### src/verilog/sqrt_config.svh
`ifndef SQRT_CONFIG_SVH
`define SQRT_CONFIG_SVH

// Operand format.
`define FP_WIDTH            32
`define EXP_WIDTH           8
`define MAN_WIDTH           23

// Added to the upper seven exponent bits.
`define EXP_HALF_BIAS_ODD   8'd64
`define EXP_HALF_BIAS_EVEN  8'd63

// Mantissa datapath.
`define SEED_INDEX_WIDTH    8
`define SEED_WIDTH          25
`define WORK_WIDTH          28
`define ROOT_WIDTH          24

`define SQRT_LATENCY        5

// Special encodings.
`define EXP_ALL_ONES        8'hFF
`define POS_INF_BITS        32'h7F80_0000

`endif

### src/verilog/sqrt_pkg.sv
`include "sqrt_config.svh"

package sqrt_pkg;

	// Class information of one operand, carried alongside the mantissa path.
	typedef struct packed {
		logic [`EXP_WIDTH-1:0] exponent;
		logic                  zero;
		logic                  minus;
		logic                  inf;
	} sqrt_class_t;

	// Mantissa radicand B, value B / 2**23 in [1,4).
	typedef logic [`SEED_WIDTH-1:0] radicand_t;

	// Root with hidden bit, value root / 2**23 in [1,2).
	typedef logic [`ROOT_WIDTH-1:0] root_t;

endpackage

### src/verilog/result_pack.sv
`timescale 1ns/10ps
`include "sqrt_config.svh"

module result_pack
	import sqrt_pkg::*;
(
	input  logic                 clk,
	input  logic                 rst_n,
	input  logic                 valid_late,
	input  sqrt_class_t          cls,
	input  root_t                root,
	output logic                 result_valid,
	output logic [`FP_WIDTH-1:0] result,
	output logic                 invalid
);

	logic [`FP_WIDTH-1:0] result_next;
	logic                 invalid_next;

	// Zero wins over the sign, the sign over infinity and NaN.
	always_comb begin
		if (cls.zero || cls.minus) begin
			result_next = '0;
		end else if (cls.inf) begin
			result_next = `POS_INF_BITS;
		end else begin
			result_next = {1'b0, cls.exponent, root[`MAN_WIDTH-1:0]};
		end
	end

	assign invalid_next = (cls.minus | cls.inf) & ~cls.zero;

	always_ff @(posedge clk or negedge rst_n) begin
		if (!rst_n) begin
			result_valid <= 1'b0;
			result       <= '0;
			invalid      <= 1'b0;
		end else begin
			result_valid <= valid_late;
			// Held until the next operand comes out.
			if (valid_late) begin
				result  <= result_next;
				invalid <= invalid_next;
			end
		end
	end

endmodule

### config.mk
export PLATFORM = sky130hd
export DESIGN_NAME = result_pack
export DESIGN_NICKNAME = d
export VERILOG_FILES = /design/src/verilog/sqrt_pkg.sv /design/src/verilog/result_pack.sv
export VERILOG_INCLUDE_DIRS = /design/src /design/src/verilog
export SDC_FILE = /design/constraint.sdc
export NUM_CORES = 1
export LEC_CHECK = 0
export BUFFER_PORTS_ARGS = -buffer_cell sky130_fd_sc_hd__buf_2
export CORE_ASPECT_RATIO = 1.4
export CORE_UTILIZATION = 41
export DETAILED_ROUTE_END_ITERATION = 8
export GPL_ROUTABILITY_DRIVEN = 0
export PLACE_DENSITY = 0.76
export SYNTH_ARGS = -nofsm -noshare
export SYNTH_HDL_FRONTEND = slang
export SYNTH_SLANG_ARGS = --single-unit
### constraint.sdc
create_clock -name clk -period 0.8 [get_ports clk]
set_clock_uncertainty 0.1 [all_clocks]
set_input_delay 0.04 -clock clk [delete_from_list [all_inputs] [get_ports clk]]
set_output_delay 0.04 -clock clk [all_outputs]
set_load 0.02 [all_outputs]
==> qor.csv, run 1 <==
stage,metric,value,unit
status,outcome,"finished, violations left",
status,violations,"hold timing, setup timing",
finish,layout_commonest_cell,buf_6,
finish,post-route-cell-area,2840,sq um
worst_hold_path,hold-path-endpoint,result[27]$_DFFE_PN0P_,
setup_path,rrSetupSlack,-0.09,ns
cts,cts_buffers,5,
finish,syn_to_final_growth,87.1,%
timing,maxSlewViolCount,0,
logic_synthesis,synth_top_area_share,54.4,%
finish,nets,279,
setup_path,crit_required,0.66,ns
cts,clkTransAtPathRegs,0.07,ns
timing,rsz0062_at_grt,yes,
place,io_buffers,69,
cts,clock_latency,0.28,ns
place,dpl-instance-area,1930,sq um
timing,min_period,0.982,ns
timing,relSlewSlack,65.3,%
global_route,met3_usage,5.11,%
finish,diodes,0,
pwr,p_per_area,1400,nW/um^2
setup_path,path_cells,buf_6,
logic_synthesis,synth_area,1520,sq um
timing,finalHoldViolations,9,
global_route,grt-ovfl-total,0,
cts,hold_buffers,24,
global_route,use_met2,40.7,%
logic_synthesis,synthCells,122,
finish,finish.utilization,82.5,%
logic_synthesis,synth_top_area_cell,dfrtp_1,
logic_synthesis,synth_fp_nets,160,
worst_hold_path,hold_path_class,primary input to register,
global_route,grt_use_total,24.7,%
global_route,grt_pass1_wl,6910,um
route,drt_wl_total,4900,um
route,wire_per_inst,17.4,um
logic_synthesis,seq_area_frac_synth,54.4,%
place,dp_hpwl,2440,um
setup_path,rr_endpoint,result[12]$_DFFE_PN0P_,
die,die_h,74.0,um
route,drt_iter0_drc,31,
logic_synthesis,yosysUniqueCellTypes,16,
finish,drive_above_1_share,59.5,%
worst_hold_path,hold_start,cls[7],
route,antenna_left,0,
die,die_x,53.4,um
timing,worst_pin_slew,0.521,ns
timing,finalSetupViolations,57,
die,coreArea,3440,sq um
timing,timing.hold.ws,-0.0504,ns
setup_path,cp.arrival,0.84,ns
pwr,peakVddDrop,1.70,mV
pwr,p_leak,1.33,nW
die,fp-row-count,25,
finish,final_cell_mix,"53 x buf_6, 36 x buf_2, 24 x dlygate4sd3_1, 24 x dfrtp_1, 23 x nand2_1",
setup_path,cp_slowest_stage_delay,0.41,ns
setup_path,worstSetupPathType,register to output port,
finish,regArea,837,sq um
global_route,antenna_found_initial,0,
global_route,grtUsageMet1,30.1,%
flow_run,maxCapViolCount,0,
setup_path,rr_startpoint,result[12]$_DFFE_PN0P_,
finish,fill_cells,194,
global_route,grt_pass1_vias,1462,
die,design.portCount,72,
route,vias,1454,
global_route,busiest_layer,met2,
cts,ctsRootBufferMaster,clkbuf_8,
timing,clock.fmax,1.02,GHz
setup_path,cp-end-kind,output port,
setup_path,critPathTopFamily,flip-flops,
logic_synthesis,yosys_warnings,0,
global_route,grt_max_degree,34,
setup_path,start_kind,register,
die,start_util,44.1,%
worst_hold_path,hold_depth,3,
setup_path,crit_buf_inv,1,
cts,cts_tree,built,
setup_path,slowest_stage,dfrtp_1,
finish,multi_input_area,728,sq um
logic_synthesis,syn_avg_cell_area,12.4,sq um
timing,finalWorstSetupSlack,-0.182,ns
cts,htree_levels,2,
cts,max-clock-path-buffers,2,
logic_synthesis,synth-seq-cells,33,
timing,min_period_over_period,123,%
logic_synthesis,synth.area.top_cells,"dfrtp_1 54%, o2bb2ai_2 20%, nand2_1 5.7%",
route,drc,0,
die,die_area,3950,sq um
route,drtPass1Iterations,4,
setup_path,crit_fanout,2,
route,via_per_inst,5.16,
cts,cts.sinks,33,
setup_path,reg2regPathDepth,2,
==> worst max-delay path by stage <==
| stage | start | end | slack [ns] | cells after the start |
|---|---|---|---|---|
| after detailed placement | cls[2] | result[0]$_DFFE_PN0P_ | -0.29 | 3 |
| after CTS | result[24]$_DFFE_PN0P_ | result[24] | -0.19 | 1 |
| final | result[12]$_DFFE_PN0P_ | result[12] | -0.18 | 1 |
| after floorplan | cls[0] | result[10]$_DFFE_PN0P_ | -0.21 | 5 |
| after global placement | cls[2] | result[0]$_DFFE_PN0P_ | -0.24 | 3 |
| after global routing | result[12]$_DFFE_PN0P_ | result[12] | -0.21 | 1 |
==> cell families (layout without fill, tap and decap cells) <==
family / count (synthesis) / in the layout / share of synthesized area (%)
AND/OR/NAND/NOR: 43 / 43 / 12.8
flip-flops: 33 / 33 / 54.4
AO/OA/AOI/OAI: 32 / 32 / 26.0
buffers and inverters: 13 / 133 / 6.60
other: 1 / 1 / 0.247
==> per-layer routing <==
metal	wire (um)	vias to the layer above	part of all wire (%)
met4	208	0	4.2
met3	214	17	4.4
met5	0	-	0
li1	-	660	-
met2	2610	62	53
met1	1880	715	38
==> final cells by class <==
cell class	count	share of cell area, %
clock buffers	6	2.56
clock inverters	2	0.353
inverters	1	0.132
multi-input cells	76	25.7
flip-flops and latches	33	29.5
well taps	40	1.76
repair buffers	124	40.1
==> state kept, by name (all words and copies together), names as in the netlist <==
| register | count |
|---|---|
| invalid | 1 |
| result | 31 |
| result_valid | 1 |
==> per-stage QoR <==
| step | total power, mW | instances | setup TNS [ns] | hold WS [ns] | setup slack (ns) |
|---|---|---|---|---|---|
| after floorplan | 2.17 | 122 | -4.40 | -0.356 | -0.205 |
| after global placement | 2.40 | 227 | -6.40 | -0.0971 | -0.244 |
| after detailed placement | 2.43 | 227 | -7.80 | -0.0827 | -0.292 |
| after CTS | 3.90 | 282 | -6.83 | -0.0669 | -0.187 |
| after global routing | 4.15 | 282 | -8.26 | -0.0492 | -0.208 |
| final | 3.97 | 282 | -7.04 | -0.0504 | -0.182 |
==> cell usage after synthesis, drive strengths merged <==
cell     instances
o31ai            9
nand2           23
nor2             9
clkbuf           5
dfrtp           33
o2bb2ai         23
or3              1
inv              1
nand2b           9
buf              7
conb             1
or2              1
==> worst register-to-register path, stage by stage (launching register included) <==
cell,delay (ns)
dfrtp_1,0.41
buf_4,0.15
o2bb2ai_2,0.11
==> power by group <==
| group | switching, mW | leakage [nW] | total [mW] | internal, mW |
|---|---|---|---|---|
| sequential | 0.0687 | 0.433 | 1.82 | 1.75 |
| combinational | 0.446 | 0.851 | 0.946 | 0.500 |
| clock | 0.599 | 0.0450 | 1.20 | 0.602 |
==> timing repair <==
item                                    in CTS  in global routing
hold endpoints to repair                    65                  7
setup buffers                               23                  0
resized for setup                           66                 34
endpoints found under the setup margin      33                 60
No activity file was read; power rests on OpenSTA's default activity.
==> inputs of run 2 (changes only) <==
--- a/config.mk
+++ b/config.mk
@@ -11,7 +11,7 @@
 export CORE_UTILIZATION = 41
 export DETAILED_ROUTE_END_ITERATION = 8
 export GPL_ROUTABILITY_DRIVEN = 0
-export PLACE_DENSITY = 0.76
+export PLACE_DENSITY_LB_ADDON = 0.15
 export SYNTH_ARGS = -nofsm -noshare
 export SYNTH_HDL_FRONTEND = slang
 export SYNTH_SLANG_ARGS = --single-unit
==> run 2 against run 1 <==
Compared with the run above:
- the flow still finishes with violations (hold timing, setup timing)
- combinational power shrank 3.0%
- via count shrank 0.21%
- sequential share of layout area grew 0.92 points
- register-to-register slack is essentially flat
- clock-buffer cell count grew 2
- core utilization shrank 2.5 points
- sequential power is essentially flat
- total power shrank 0.49%
- fmax shrank 0.73%
- hold slack lost 0.0033 ns
- critical path type unchanged
- critical endpoint unchanged
- largest cell class unchanged
- highest routed layer unchanged
==> qor.csv, run 2 (same netlist as run 1, synthesis figures left out) <==
stage,metric,value,unit
global_route,grt-ovfl-total,0,
route,wire_per_inst,16.9,um
setup_path,rr_startpoint,result[20]$_DFFE_PN0P_,
status,violations,"hold timing, setup timing",
finish,regArea,837,sq um
worst_hold_path,hold_depth,3,
worst_hold_path,hold_start,cls[6],
global_route,grt_max_degree,34,
timing,finalSetupViolations,55,
cts,cts.sinks,33,
timing,min_period,0.989,ns
timing,clock.fmax,1.01,GHz
finish,regMostFlops,result,
route,drc,0,
finish,post-route-cell-area,2750,sq um
setup_path,critPathTopFamily,flip-flops,
finish,fill_cells,204,
timing,finalHoldViolations,9,
timing,fin_tns_setup,-6.70,ns
setup_path,crit_fanout,2,
global_route,grt_use_total,23.2,%
route,via_per_inst,5.09,
cts,cts_tree,built,
cts,clkTransAtPathRegs,0.07,ns
die,coreArea,3440,sq um
setup_path,path_cells,buf_6,
setup_path,cp_slowest_stage_delay,0.42,ns
die,design.portCount,72,
finish,nets,282,
finish,largest_reg_flops,31,
setup_path,reg2regPathDepth,2,
cts,cts_buffers,5,
place,dp_slack,-0.309,ns
place,dp_hpwl,2470,um
global_route,grt_pass1_vias,1506,
setup_path,rrSetupSlack,-0.10,ns
timing,timing.hold.ws,-0.0538,ns
pwr,peakVddDrop,1.82,mV
timing,min_period_over_period,124,%
die,start_util,44.1,%
route,antenna_left,0,
setup_path,rr_endpoint,result[20]$_DFFE_PN0P_,
finish,diodes,0,
cts,hold_buffers,24,
die,fp-row-count,25,
pwr,p_leak,1.31,nW
flow_run,maxCapViolCount,0,
setup_path,crit_required,0.66,ns
worst_hold_path,hold_path_class,primary input to register,
finish,layout_commonest_cell,buf_6,
finish,top_regs,"result x31, invalid x1, result_valid x1",
setup_path,cp-end-kind,output port,
timing,finalWorstSetupSlack,-0.189,ns
die,die_area,3950,sq um
route,drtPass1Iterations,4,
worst_hold_path,hold-path-endpoint,result[26]$_DFFE_PN0P_,
global_route,grt_pass1_wl,6520,um
pwr,p_total,3.95,mW
global_route,antenna_found_initial,0,
status,outcome,"finished, violations left",
cts,htree_levels,2,
place,io_buffers,69,
setup_path,worstSetupPathType,register to output port,
pwr,p_per_area,1430,nW/um^2
finish,multi_input_area,662,sq um
finish,drive_above_1_share,58.0,%
timing,rsz0062_at_grt,yes,
setup_path,cp.arrival,0.85,ns
finish,final_cell_mix,"51 x buf_6, 36 x buf_2, 24 x dlygate4sd3_1, 24 x dfrtp_1, 23 x nand2_1",
finish,syn_to_final_growth,81.4,%
route,drt_wl_total,4820,um
route,drt_iter0_drc,32,
place,dpl-instance-area,1930,sq um
route,vias,1451,
cts,clock_latency,0.28,ns
die,die_x,53.4,um
cts,max-clock-path-buffers,2,
setup_path,slowest_stage,dfrtp_1,
setup_path,start_kind,register,
setup_path,crit_buf_inv,1,
cts,ctsRootBufferMaster,clkbuf_8,
die,die_h,74.0,um
timing,maxSlewViolCount,0,
-- run 2: cell types whose count changed in the layout (fill, tap and decap cells not counted), moves of 2 or more --
cell,previous run,this run
buf_12,3,1
clkbuf_1,1,3
buf_6,53,51
clkinv_2,2,0
o2bb2ai_1,0,2
o31ai_2,3,1
o2bb2ai_4,8,3
o31ai_1,6,8
buf_4,8,14
o2bb2ai_2,15,18
-- run 2: per-layer routing --
metal / track usage [%] / share of wire [%]
met5: 0 / 0
met4: 9.94 / 2.3
met3: 5.32 / 4.6
met2: 42.1 / 53
met1: 25.0 / 40
-- run 2: worst max path at each step --
| stage | startpoint | end | slack [ns] | depth (start not counted) |
|---|---|---|---|---|
| detailed placement | cls[2] | result[2]$_DFFE_PN0P_ | -0.31 | 3 |
| CTS | result[24]$_DFFE_PN0P_ | result[24] | -0.18 | 1 |
| global route | result[12]$_DFFE_PN0P_ | result[12] | -0.21 | 1 |
| global placement | cls[2] | result[0]$_DFFE_PN0P_ | -0.26 | 3 |
| floorplan | cls[0] | result[10]$_DFFE_PN0P_ | -0.21 | 5 |
| finish | result[12]$_DFFE_PN0P_ | result[12] | -0.19 | 1 |
-- run 2: layout make-up --
type                    instances  area share, %
repair buffers                126           40.7
flip-flops and latches         33           30.4
multi-input cells              77           24.0
clock buffers                   8           2.91
well taps                      40           1.82
inverters                       1          0.136
-- run 2: where the power goes --
| part | total, mW | leakage [nW] | internal (mW) | switching (mW) |
|---|---|---|---|---|
| registers | 1.82 | 0.433 | 1.75 | 0.0681 |
| logic | 0.918 | 0.834 | 0.491 | 0.427 |
| clock network | 1.21 | 0.0395 | 0.618 | 0.593 |
| total | 3.95 | 1.31 | 2.86 | 1.09 |
-- run 2: what timing repair did --
item | CTS | global route
pin swaps | 0 | 1
gates cloned | 0 | 1
resized for setup | 64 | 27
endpoints found under the hold margin | 66 | 6
setup endpoints to repair | 33 | 56
buffers inserted | 20 | 2
-- run 2: metrics by stage --
step | utilization, % | hold WS (ns) | cells
global placement | 56.0 | -0.0926 | 230
finish | 80.0 | -0.0538 | 285
floorplan | - | -0.356 | 122
detailed placement | 56.0 | -0.0894 | 230
global route | 80.0 | -0.0521 | 285
CTS | 75.5 | -0.0635 | 282
