===== src/verilog/sqrt_config.svh =====
`ifndef SQRT_CONFIG_SVH
`define SQRT_CONFIG_SVH

// Operand format.
`define FP_WIDTH            32
`define EXP_WIDTH           8
`define MAN_WIDTH           23

// Added to the upper seven exponent bits.
`define EXP_HALF_BIAS_ODD   8'd64
`define EXP_HALF_BIAS_EVEN  8'd63

// Mantissa datapath.
`define SEED_INDEX_WIDTH    8
`define SEED_WIDTH          25
`define WORK_WIDTH          28
`define ROOT_WIDTH          24

`define SQRT_LATENCY        5

// Special encodings.
`define EXP_ALL_ONES        8'hFF
`define POS_INF_BITS        32'h7F80_0000

`endif


===== src/verilog/sqrt_pkg.sv =====
`include "sqrt_config.svh"

package sqrt_pkg;

	// Class information of one operand, carried alongside the mantissa path.
	typedef struct packed {
		logic [`EXP_WIDTH-1:0] exponent;
		logic                  zero;
		logic                  minus;
		logic                  inf;
	} sqrt_class_t;

	// Mantissa radicand B, value B / 2**23 in [1,4).
	typedef logic [`SEED_WIDTH-1:0] radicand_t;

	// Root with hidden bit, value root / 2**23 in [1,2).
	typedef logic [`ROOT_WIDTH-1:0] root_t;

endpackage


===== src/verilog/stage_delay.sv =====
`timescale 1ns/10ps

module stage_delay #(
	parameter type payload_t = logic,
	parameter int  DEPTH     = 1
) (
	input  logic     clk,
	input  logic     rst_n,
	input  payload_t in_data,
	output payload_t out_data
);

	payload_t pipe [DEPTH];

	always_ff @(posedge clk or negedge rst_n) begin
		if (!rst_n) begin
			for (int i = 0; i < DEPTH; i++) begin
				pipe[i] <= '0;
			end
		end else begin
			pipe[0] <= in_data;
			for (int i = 1; i < DEPTH; i++) begin
				pipe[i] <= pipe[i-1];
			end
		end
	end

	assign out_data = pipe[DEPTH-1];

endmodule


===== src/verilog/special_class.sv =====
`timescale 1ns/10ps
`include "sqrt_config.svh"

module special_class
	import sqrt_pkg::*;
(
	input  logic                 clk,
	input  logic                 rst_n,
	input  logic [`FP_WIDTH-1:0] operand,
	output sqrt_class_t          cls
);

	logic [`EXP_WIDTH-1:0] exp_field;
	sqrt_class_t           cls_now;

	assign exp_field = operand[`FP_WIDTH-2 -: `EXP_WIDTH];

	always_comb begin
		// Denormals count as zero, NaN as infinity.
		cls_now.zero  = (exp_field == '0);
		cls_now.minus = operand[`FP_WIDTH-1];
		cls_now.inf   = (exp_field == `EXP_ALL_ONES);
		// An even biased exponent lent one bit to the radicand.
		if (exp_field[0]) begin
			cls_now.exponent = {1'b0, exp_field[`EXP_WIDTH-1:1]} + `EXP_HALF_BIAS_ODD;
		end else begin
			cls_now.exponent = {1'b0, exp_field[`EXP_WIDTH-1:1]} + `EXP_HALF_BIAS_EVEN;
		end
	end

	stage_delay #(
		.payload_t (sqrt_class_t),
		.DEPTH     (`SQRT_LATENCY - 1)
	) class_delay_inst (
		.clk      (clk),
		.rst_n    (rst_n),
		.in_data  (cls_now),
		.out_data (cls)
	);

endmodule


===== config.mk =====
export PLATFORM = sky130hd
export DESIGN_NAME = special_class
export DESIGN_NICKNAME = d
export VERILOG_FILES = /design/src/verilog/sqrt_pkg.sv /design/src/verilog/stage_delay.sv /design/src/verilog/special_class.sv
export VERILOG_INCLUDE_DIRS = /design/src /design/src/verilog
export SDC_FILE = /design/constraint.sdc
export NUM_CORES = 1
export LEC_CHECK = 0
export BUFFER_PORTS_ARGS = -buffer_cell sky130_fd_sc_hd__buf_2
export CORE_ASPECT_RATIO = 0.8
export CORE_MARGIN = 3
export CORE_UTILIZATION = 45
export CTS_BUF_LIST = sky130_fd_sc_hd__clkbuf_4 sky130_fd_sc_hd__clkbuf_8
export CTS_CLUSTER_DIAMETER = 50
export DETAILED_ROUTE_END_ITERATION = 10
export PLACE_DENSITY = 0.79
export SYNTH_ARGS = -nofsm -noshare
export SYNTH_HDL_FRONTEND = slang
export SYNTH_SLANG_ARGS = --single-unit
export TNS_END_PERCENT = 100

===== constraint.sdc =====
create_clock -name clk -period 1.3 [get_ports clk]
set_input_delay 0.26 -clock clk [delete_from_list [all_inputs] [get_ports clk]]
set_output_delay 0.26 -clock clk [all_outputs]
set_load 0.02 [all_outputs]

==> results.tsv, run 1 <==
stage	metric	value	unit
run_status	outcome	complete, no violations	
power_and_ir_drop	power_frac_comb	0.063	
cts	cts_made_buffers	5	
yosys	ys_seq_elements	44	
timing	finalClockSkew	0.00332	ns
timing	slew_headroom	0.792	
timing	finalMaxSlewViolations	0	
place	hpwl	1.10	mm
yosys	yosys.area.top_type	dfrtp_1	
timing	fmax	939	MHz
timing	worst_slack	0.236	ns
global_routing	grt_pass1_vias	606	
power_and_ir_drop	p_int	1.85	mW
power_and_ir_drop	total_power	2.32	mW
cts	cts_buffer_depth	2	
yosys	ys.flop_type	dfrtp_1	
routing	post_drt_wl_per_cell	11.4	um
timing	fin_crit	1.06	ns
yosys	ys_top_cells_by_count	44 x dfrtp_1, 11 x buf_4, 4 x inv_1, 4 x nor2_1	
yosys	synth_area	0.00139	mm2
power_and_ir_drop	swShare	0.204	
floorplan	die_area	0.00379	mm2
timing	fin_tns_setup	0	ns
power_and_ir_drop	p_leak	0.763	nW
yosys	synth_compound_area_frac	0.00541	
yosys	yosysSeqAreaShare	0.793	
critical_path	crit_fanout	1	
power_and_ir_drop	power.density	1490	mW/mm2
floorplan	num_rows	17	
routing	drc	0	
critical_path	crit_arrival	0.80	ns
worst_hold_path	hold_class	input pin to flop	
place	io_buffer_count	21	
global_routing	grt_max_degree	45	
yosys	syn_nets	119	
critical_path	path_buf_inv	1	
power_and_ir_drop	pwr-share-seq	0.633	
timing	worst_pin_slew	0.310	ns
routing	drt_pass1_iterations	3	
layout	multiInputGateArea	190	um2
place	dp_cells	131	
cts	root_buffer	clkbuf_8	
timing	setup_violations	0	
cts	cts-resized-gates	0	
cts	insertion_delay	0.28	ns
timing	whs	0.0833	ns
global_routing	grt_remaining_overflow	0	
yosys	synth_top_family_by_area	buffers and inverters	
global_routing	antenna_found_initial	0	
layout	design_area	0.00156	mm2
critical_path	worstSetupStartpointType	flop	
cts	clock-sinks	44	
layout	final_util	0.547	
layout	drive_gt1_frac	0.303	
yosys	synth_cell_types	16	
routing	wl	1.56	mm
routing	drtAntennaViolNets	0	
cts	tritoncts	done	
yosys	synth-xor-area-share	0.0315	
routing	via_per_inst	4.43	
global_routing	grt_usage	0.0980	
layout	fill_cells	242	
job	cap_violations	0	
yosys	syn_inst	82	
power_and_ir_drop	clkPwrFrac	0.304	
timing	hold_viol_final	0	
critical_path	critical_path_class	flop to primary output	
yosys	synth_top_area_frac	0.793	
place	gp_congestion	0.808	
floorplan	ios	45	
layout	fin_nets	138	
power_and_ir_drop	switching_power	0.475	mW
yosys	synthTopCellsByArea	dfrtp_1 79%, buf_4 5.9%, ha_1 2.7%, xor2_1 1.9%, nor4_4 1.5%	
critical_path	worstPathRequired	1.04	ns
layout	final_cells	137	
yosys	synth-simple-area-share	0.0658	
layout	antenna_cells	0	
routing	via_count	607	
critical_path	crit_chain	buf_2	
yosys	synth_edf_count	0	
yosys	ys_warn_count	0	
floorplan	start_util	0.487	
critical_path	cpLargestDelayFamily	flip-flops	
yosys	synth.most_common_cell	dfrtp_1	
layout	seqCellArea	0.00110	mm2
critical_path	cp_slowest_cell	dfrtp_1	
floorplan	die_x	68.1	um
cts	clk_pin_slew_worst_paths	0.07	ns
floorplan	die_y	55.7	um
timing	rsz0062_at_grt	no	
critical_path	cpPeakStageDelay	0.37	ns
cts	h-tree-depth	2	
layout	area_growth	12.2	%
yosys	synthMuxAreaShare	0.00721	
place	pre_cts_slack	0.0732	ns
yosys	synth_fa_ha_area_frac	0.0270	
yosys	synthArstFlopShare	1.00	
place	placed_area	0.00148	mm2
power_and_ir_drop	irDropWorstVdd	0.489	mV
routing	drt_iter0_markers	53	
yosys	syn_area_per_cell	16.9	um2
timing	timing.final.crit_share	0.819	
floorplan	core_region_area	0.00285	mm2
cts	postCtsSetupBuffers	0	
global_routing	grt_first_pass_wirelength	2.56	mm
critical_path	cp-end-kind	primary output	
-- cell families after synthesis --
kind of cell,Yosys count
flip-flops,44
multiplexers,1
XOR/XNOR,5
adder cells (fa/ha/maj),3
AO/OA/AOI/OAI,1
buffers and inverters,15
AND/OR/NAND/NOR,13
-- state kept, by name, summed over array words and instances, names as in the netlist --
name,cells
class_delay_inst.out_data,11
class_delay_inst.pipe,33
-- cell type report --
class | instances | area share
clock buffer | 5 | 0.0442
inverter | 4 | 0.00964
multi-input combinational | 23 | 0.122
sequential | 44 | 0.707
tap | 38 | 0.0305
timing repair buffer | 23 | 0.0867
-- power groups by stage --
stage | Combinational (mW) | Sequential [mW] | Clock (mW)
floorplan | 0.0892 | 1.49 | 0
CTS | 0.151 | 1.47 | 0.742
finish | 0.147 | 1.47 | 0.706
global route | 0.164 | 1.48 | 0.795
detailed placement | 0.148 | 1.50 | 0
global placement | 0.143 | 1.49 | 0
-- layer usage --
layer,GRT usage,part of all wire,vias to the layer above,wire (um)
met5,0,0,-,0
met4,0.0510,0.022,0,35
met3,0.0667,0.11,8,178
met2,0.148,0.49,25,758
met1,0.100,0.38,293,589
li1,-,-,281,-
-- cells in the final DEF (no fill, tap or decap), drive strengths merged, types with 2 or more instances in the layout --
cell	count
buf	22
clkbuf	5
dfrtp	44
ha	3
inv	4
nand3	2
nor2	4
nor3	2
xnor2	2
xor2	3
-- timing repair --
item,CTS,global route
endpoints found under the setup margin,0,0
hold buffers,1,0
endpoints found under the hold margin,44,0
-- path summary, 6_finish.rpt --
| path | startpoint | to | slack (ns) | cells after the start |
|---|---|---|---|---|
| max | class_delay_inst.out_data[3] | cls[3] | 0.24 | 1 |
| min | operand[31] | class_delay_inst.pipe[34] | 0.08 | 1 |
| max reg2reg | class_delay_inst.pipe[32] | class_delay_inst.pipe[21] | 0.82 | 0 |
| min reg2reg | class_delay_inst.pipe[24] | class_delay_inst.pipe[13] | 0.34 | 0 |
| max in group asynchronous | rst_n | class_delay_inst.pipe[43] | 0.61 | 3 |
| min in group asynchronous | rst_n | class_delay_inst.out_data[2] | 0.48 | 3 |
No activity file was read; power rests on OpenSTA's default activity.
==> run 2, diff against run 1 <==
--- a/config.mk
+++ b/config.mk
@@ -13,7 +13,7 @@
 export CTS_BUF_LIST = sky130_fd_sc_hd__clkbuf_4 sky130_fd_sc_hd__clkbuf_8
 export CTS_CLUSTER_DIAMETER = 50
 export DETAILED_ROUTE_END_ITERATION = 10
-export PLACE_DENSITY = 0.79
+export PLACE_DENSITY = 0.82
 export SYNTH_ARGS = -nofsm -noshare
 export SYNTH_HDL_FRONTEND = slang
 export SYNTH_SLANG_ARGS = --single-unit
==> constraint.sdc (replaced) <==
create_clock -name clk -period 0.9 [get_ports clk]
set_input_delay 0.18 -clock clk [delete_from_list [all_inputs] [get_ports clk]]
set_output_delay 0.18 -clock clk [all_outputs]
set_load 0.02 [all_outputs]
==> results.tsv, run 2 (synthesis gave the netlist of run 1 again) <==
stage	metric	value	unit
routing	wl	1.55	mm
floorplan	ios	45	
timing	hold_viol_final	0	
timing	setup_violations	11	
power_and_ir_drop	pwr-share-seq	0.585	
cts	tritoncts	done	
layout	multiInputGateArea	193	um2
routing	via_per_inst	4.24	
cts	clk_pin_slew_worst_paths	0.07	ns
layout	area_growth	25.5	%
power_and_ir_drop	power.density	2090	mW/mm2
power_and_ir_drop	swShare	0.197	
critical_path	cpPeakStageDelay	0.38	ns
global_routing	grt_remaining_overflow	0	
layout	mostFrequentLayoutCells	44 x dfrtp_1, 11 x buf_6, 10 x buf_2, 10 x buf_4, 6 x clkbuf_8	
power_and_ir_drop	p_leak	0.851	nW
routing	drc	0	
cts	cts_made_buffers	5	
place	hpwl	1.14	mm
routing	drt_pass1_iterations	3	
timing	fin_crit	0.966	ns
critical_path	critical_path_class	flop to primary output	
place	dp_cells	141	
power_and_ir_drop	switching_power	0.718	mW
critical_path	crit_arrival	0.79	ns
cts	postCtsSetupBuffers	0	
job	cap_violations	0	
cts	root_buffer	clkbuf_8	
cts	clock-sinks	44	
place	io_buffer_count	21	
timing	worst_slack	-0.0664	ns
layout	top_register	class_delay_inst.pipe	
critical_path	crit_chain	buf_6	
run_status	violations	setup timing	
layout	antenna_cells	0	
place	gp_congestion	0.831	
critical_path	cp-end-kind	primary output	
worst_hold_path	hold_class	input pin to flop	
global_routing	grt_first_pass_wirelength	2.74	mm
layout	final_cells	151	
timing	finalMaxSlewViolations	0	
critical_path	cpLargestDelayFamily	flip-flops	
power_and_ir_drop	total_power	3.64	mW
power_and_ir_drop	p_int	2.92	mW
global_routing	antenna_found_initial	0	
power_and_ir_drop	irDropWorstVdd	0.723	mV
global_routing	grt_usage	0.102	
timing	finalClockSkew	0.00269	ns
floorplan	num_rows	17	
floorplan	die_area	0.00379	mm2
timing	fmax	1030	MHz
routing	drtAntennaViolNets	0	
layout	fin_nets	149	
layout	drive_gt1_frac	0.389	
timing	worst_pin_slew	0.354	ns
layout	final_util	0.612	
layout	seqCellArea	0.00110	mm2
floorplan	die_x	68.1	um
timing	whs	0.121	ns
critical_path	r2r_start	class_delay_inst.pipe[14]	
critical_path	cp_slowest_cell	dfrtp_1	
layout	largest_register_ffs	33	
cts	h-tree-depth	2	
timing	slew_headroom	0.762	
critical_path	path_buf_inv	1	
routing	drt_iter0_markers	71	
layout	layout_commonest_cell	dfrtp_1	
floorplan	core_region_area	0.00285	mm2
routing	via_count	640	
floorplan	start_util	0.487	
power_and_ir_drop	power_frac_comb	0.077	
timing	timing.final.crit_share	1.07	
layout	fill_cells	212	
cts	insertion_delay	0.28	ns
worst_hold_path	worstHoldStart	operand[30]	
floorplan	die_y	55.7	um
power_and_ir_drop	clkPwrFrac	0.337	
global_routing	grt_max_degree	45	
run_status	outcome	finished with violations	
global_routing	grt_pass1_vias	669	
timing	rsz0062_at_grt	yes	
routing	post_drt_wl_per_cell	10.3	um
critical_path	crit_fanout	1	
critical_path	setup.worst_path.start	class_delay_inst.out_data[10]	
critical_path	worstSetupStartpointType	flop	
critical_path	worstPathRequired	0.72	ns
cts	cts_buffer_depth	2	
[run 2: cell types whose count changed in the layout (fill, tap and decap cells not counted), sizes merged]
cell         previous run  this run
clkbuf                  5         8
dlygate4sd3             1         2
buf                    22        32
[run 2: through the flow]
stage	area (um2)	setup WS, ns	TNS, ns
after global placement	1550	-0.169	-0.545
after CTS	1740	-0.0868	-0.845
after floorplan	1390	0.0167	0
final	1740	-0.0664	-0.660
after global routing	1740	-0.114	-1.06
after detailed placement	1550	-0.230	-0.758
[run 2: power groups by stage]
stage / Clock (mW) / Combinational, mW / Sequential, mW
after global routing: 1.36 / 0.315 / 2.14
after global placement: 0 / 0.238 / 2.15
after detailed placement: 0 / 0.244 / 2.16
after floorplan: 0 / 0.129 / 2.15
final: 1.23 / 0.282 / 2.13
after CTS: 1.27 / 0.287 / 2.13
[run 2: final timing paths]
path                                                endpoint  slack (ns)  cells past startpoint
worst max-delay path                                 cls[10]       -0.07                      1
worst min register to register     class_delay_inst.pipe[23]        0.35                      0
worst min-delay path               class_delay_inst.pipe[42]        0.12                      2
worst max register to register  class_delay_inst.out_data[3]        0.41                      0
max in group asynchronous       class_delay_inst.out_data[4]        0.31                      3
min in group asynchronous       class_delay_inst.out_data[1]        0.40                      3
[run 2: metal layers]
layer / vias up / share of wire / global-route usage / wire length [um]
met5: - / 0 / 0 / 0
met1: 307 / 0.40 / 0.109 / 623
met3: 3 / 0.088 / 0.0606 / 137
met4: 0 / 0.011 / 0.0510 / 17
met2: 24 / 0.50 / 0.158 / 774
li1: 306 / - / - / -
[run 2: cell type report]
cell class / instances / area share
clock buffer: 8 / 0.0560
inverter: 4 / 0.00861
multi-input combinational: 23 / 0.111
sequential: 44 / 0.632
tap: 38 / 0.0273
timing repair buffer: 34 / 0.166
[run 2: repair_timing]
action                                  in CTS  in global routing
endpoints found under the setup margin      11                 12
endpoints found under the hold margin       45                  0
gates resized for setup                     22                  1
pin swaps                                    0                  1
hold buffers                                 2                  0
==> run 3, diff against run 2 <==
--- a/config.mk
+++ b/config.mk
@@ -9,11 +9,12 @@
 export BUFFER_PORTS_ARGS = -buffer_cell sky130_fd_sc_hd__buf_2
 export CORE_ASPECT_RATIO = 0.8
 export CORE_MARGIN = 3
-export CORE_UTILIZATION = 45
+export CORE_UTILIZATION = 46
 export CTS_BUF_LIST = sky130_fd_sc_hd__clkbuf_4 sky130_fd_sc_hd__clkbuf_8
 export CTS_CLUSTER_DIAMETER = 50
 export DETAILED_ROUTE_END_ITERATION = 10
-export PLACE_DENSITY = 0.82
+export MAX_ROUTING_LAYER = met4
+export PLACE_DENSITY = 0.83
 export SYNTH_ARGS = -nofsm -noshare
 export SYNTH_HDL_FRONTEND = slang
 export SYNTH_SLANG_ARGS = --single-unit
==> results.tsv, run 3 (synthesis gave the netlist of run 1 again) <==
stage	metric	value	unit
run_status	outcome	finished with violations	
run_status	violations	setup timing	
layout	fill_cells	222	
routing	drt_iter0_markers	37	
cts	tritoncts	done	
floorplan	die_y	55.1	um
timing	finalClockSkew	0.00401	ns
worst_hold_path	min_path_cells	2	
power_and_ir_drop	pwr-share-seq	0.589	
power_and_ir_drop	irDropWorstVdd	0.790	mV
timing	timing.final.crit_share	1.09	
power_and_ir_drop	power.density	2070	mW/mm2
timing	fmax	1020	MHz
layout	top_register	class_delay_inst.pipe	
place	pre_cts_slack	-0.184	ns
worst_hold_path	hold_class	input pin to flop	
timing	finalMaxSlewViolations	0	
layout	fin_nets	150	
cts	cts_made_buffers	5	
power_and_ir_drop	swShare	0.212	
layout	multiInputGateArea	190	um2
critical_path	cpPeakStageDelay	0.38	ns
layout	layout_commonest_cell	dfrtp_1	
cts	clock-sinks	44	
routing	via_count	639	
critical_path	cp.depth	1	
floorplan	start_util	0.491	
floorplan	core_region_area	0.00283	mm2
place	gp_congestion	0.845	
power_and_ir_drop	p_int	2.85	mW
power_and_ir_drop	clkPwrFrac	0.333	
power_and_ir_drop	p_leak	0.855	nW
layout	drive_gt1_frac	0.386	
critical_path	cpLargestDelayFamily	flip-flops	
critical_path	r2r_cells	0	
timing	worst_slack	-0.0823	ns
critical_path	crit_chain	buf_6	
layout	area_growth	25.5	%
critical_path	path_buf_inv	1	
timing	worst_pin_slew	0.323	ns
critical_path	critical_path_class	flop to primary output	
cts	h-tree-depth	2	
critical_path	worstPathRequired	0.72	ns
power_and_ir_drop	total_power	3.61	mW
routing	post_drt_wl_per_cell	10.5	um
critical_path	crit_arrival	0.80	ns
critical_path	worstSetupStartpointType	flop	
layout	largest_register_ffs	33	
timing	rsz0062_at_grt	yes	
job	cap_violations	0	
cts	insertion_delay	0.29	ns
layout	mostFrequentLayoutCells	44 x dfrtp_1, 11 x buf_6, 11 x buf_4	
floorplan	die_area	0.00372	mm2
power_and_ir_drop	power_frac_comb	0.078	
critical_path	crit_fanout	1	
cts	clk_pin_slew_worst_paths	0.07	ns
global_routing	antenna_found_initial	0	
floorplan	ios	45	
timing	hold_viol_final	0	
timing	slew_headroom	0.783	
cts	root_buffer	clkbuf_8	
routing	drtAntennaViolNets	0	
global_routing	grt_usage	0.115	
cts	cts_buffer_depth	2	
floorplan	die_x	67.4	um
global_routing	grt_max_degree	45	
floorplan	num_rows	17	
critical_path	cp_slowest_cell	dfrtp_1	
global_routing	grt_remaining_overflow	0	
routing	drc	0	
routing	wl	1.59	mm
timing	setup_violations	11	
routing	via_per_inst	4.20	
critical_path	cp-end-kind	primary output	
layout	antenna_cells	0	
timing	fin_crit	0.982	ns
power_and_ir_drop	switching_power	0.766	mW
place	io_buffer_count	21	
global_routing	grt_first_pass_wirelength	2.75	mm
global_routing	grt_pass1_vias	631	
routing	drt_pass1_iterations	4	
layout	seqCellArea	0.00110	mm2
[run 3: cell count changes in the layout (fill, tap and decap cells not counted)]
cell,previous run,this run
buf_4,10,11
clkbuf_4,2,0
ha_2,1,0
ha_1,2,3
clkinv_2,0,2
[run 3: per-stage QoR]
stage | cells | setup TNS, ns | utilization | instance area, um2 | hold slack, ns
floorplan | 82 | 0 | - | 1390 | -0.116
global placement | 142 | -0.500 | 0.552 | 1560 | 0.163
detailed placement | 142 | -0.644 | 0.552 | 1560 | 0.168
CTS | 152 | -0.972 | 0.616 | 1740 | 0.111
global route | 152 | -1.17 | 0.616 | 1740 | 0.124
finish | 152 | -0.810 | 0.616 | 1740 | 0.121
[run 3: what timing repair did]
item | 4_1_cts | 5_1_grt
hold endpoints to repair | 45 | 0
buffers inserted | 0 | 0
hold buffers | 2 | 0
gates cloned | 0 | 0
resized for setup | 22 | 0
setup endpoints to repair | 11 | 11
[run 3: metal layers]
layer,routed length (um),track usage,part of all wire,vias to the layer above
li1,-,-,-,307
met4,43,0.0707,0.027,0
met1,691,0.120,0.43,302
met3,134,0.0667,0.084,5
met5,0,-,0,-
met2,720,0.170,0.45,25
[run 3: final cells by class]
| class | instances | area share |
|---|---|---|
| Multi-Input combinational cell | 23 | 0.109 |
| Inverter | 4 | 0.00861 |
| Timing Repair Buffer | 35 | 0.170 |
| Tap cell | 38 | 0.0273 |
| Sequential cell | 44 | 0.632 |
| Clock inverter | 2 | 0.00574 |
| Clock buffer | 6 | 0.0474 |
[run 3: path summary, 6_finish.rpt]
path / from / to / slack [ns]
setup / recovery: class_delay_inst.out_data[4] / cls[4] / -0.08
hold / removal: operand[30] / class_delay_inst.pipe[42] / 0.12
setup reg to reg: class_delay_inst.pipe[23] / class_delay_inst.pipe[12] / 0.42
hold reg to reg: class_delay_inst.pipe[38] / class_delay_inst.pipe[27] / 0.35
max in group asynchronous: rst_n / class_delay_inst.pipe[24] / 0.32
min in group asynchronous: rst_n / class_delay_inst.out_data[4] / 0.39
[run 3: power groups by stage]
stage               combinational, mW  sequential, mW  clock, mW
floorplan                       0.129            2.15          0
global placement                0.241            2.15          0
detailed placement              0.249            2.16          0
CTS                             0.290            2.13       1.25
global route                    0.316            2.14       1.33
finish                          0.283            2.13       1.20
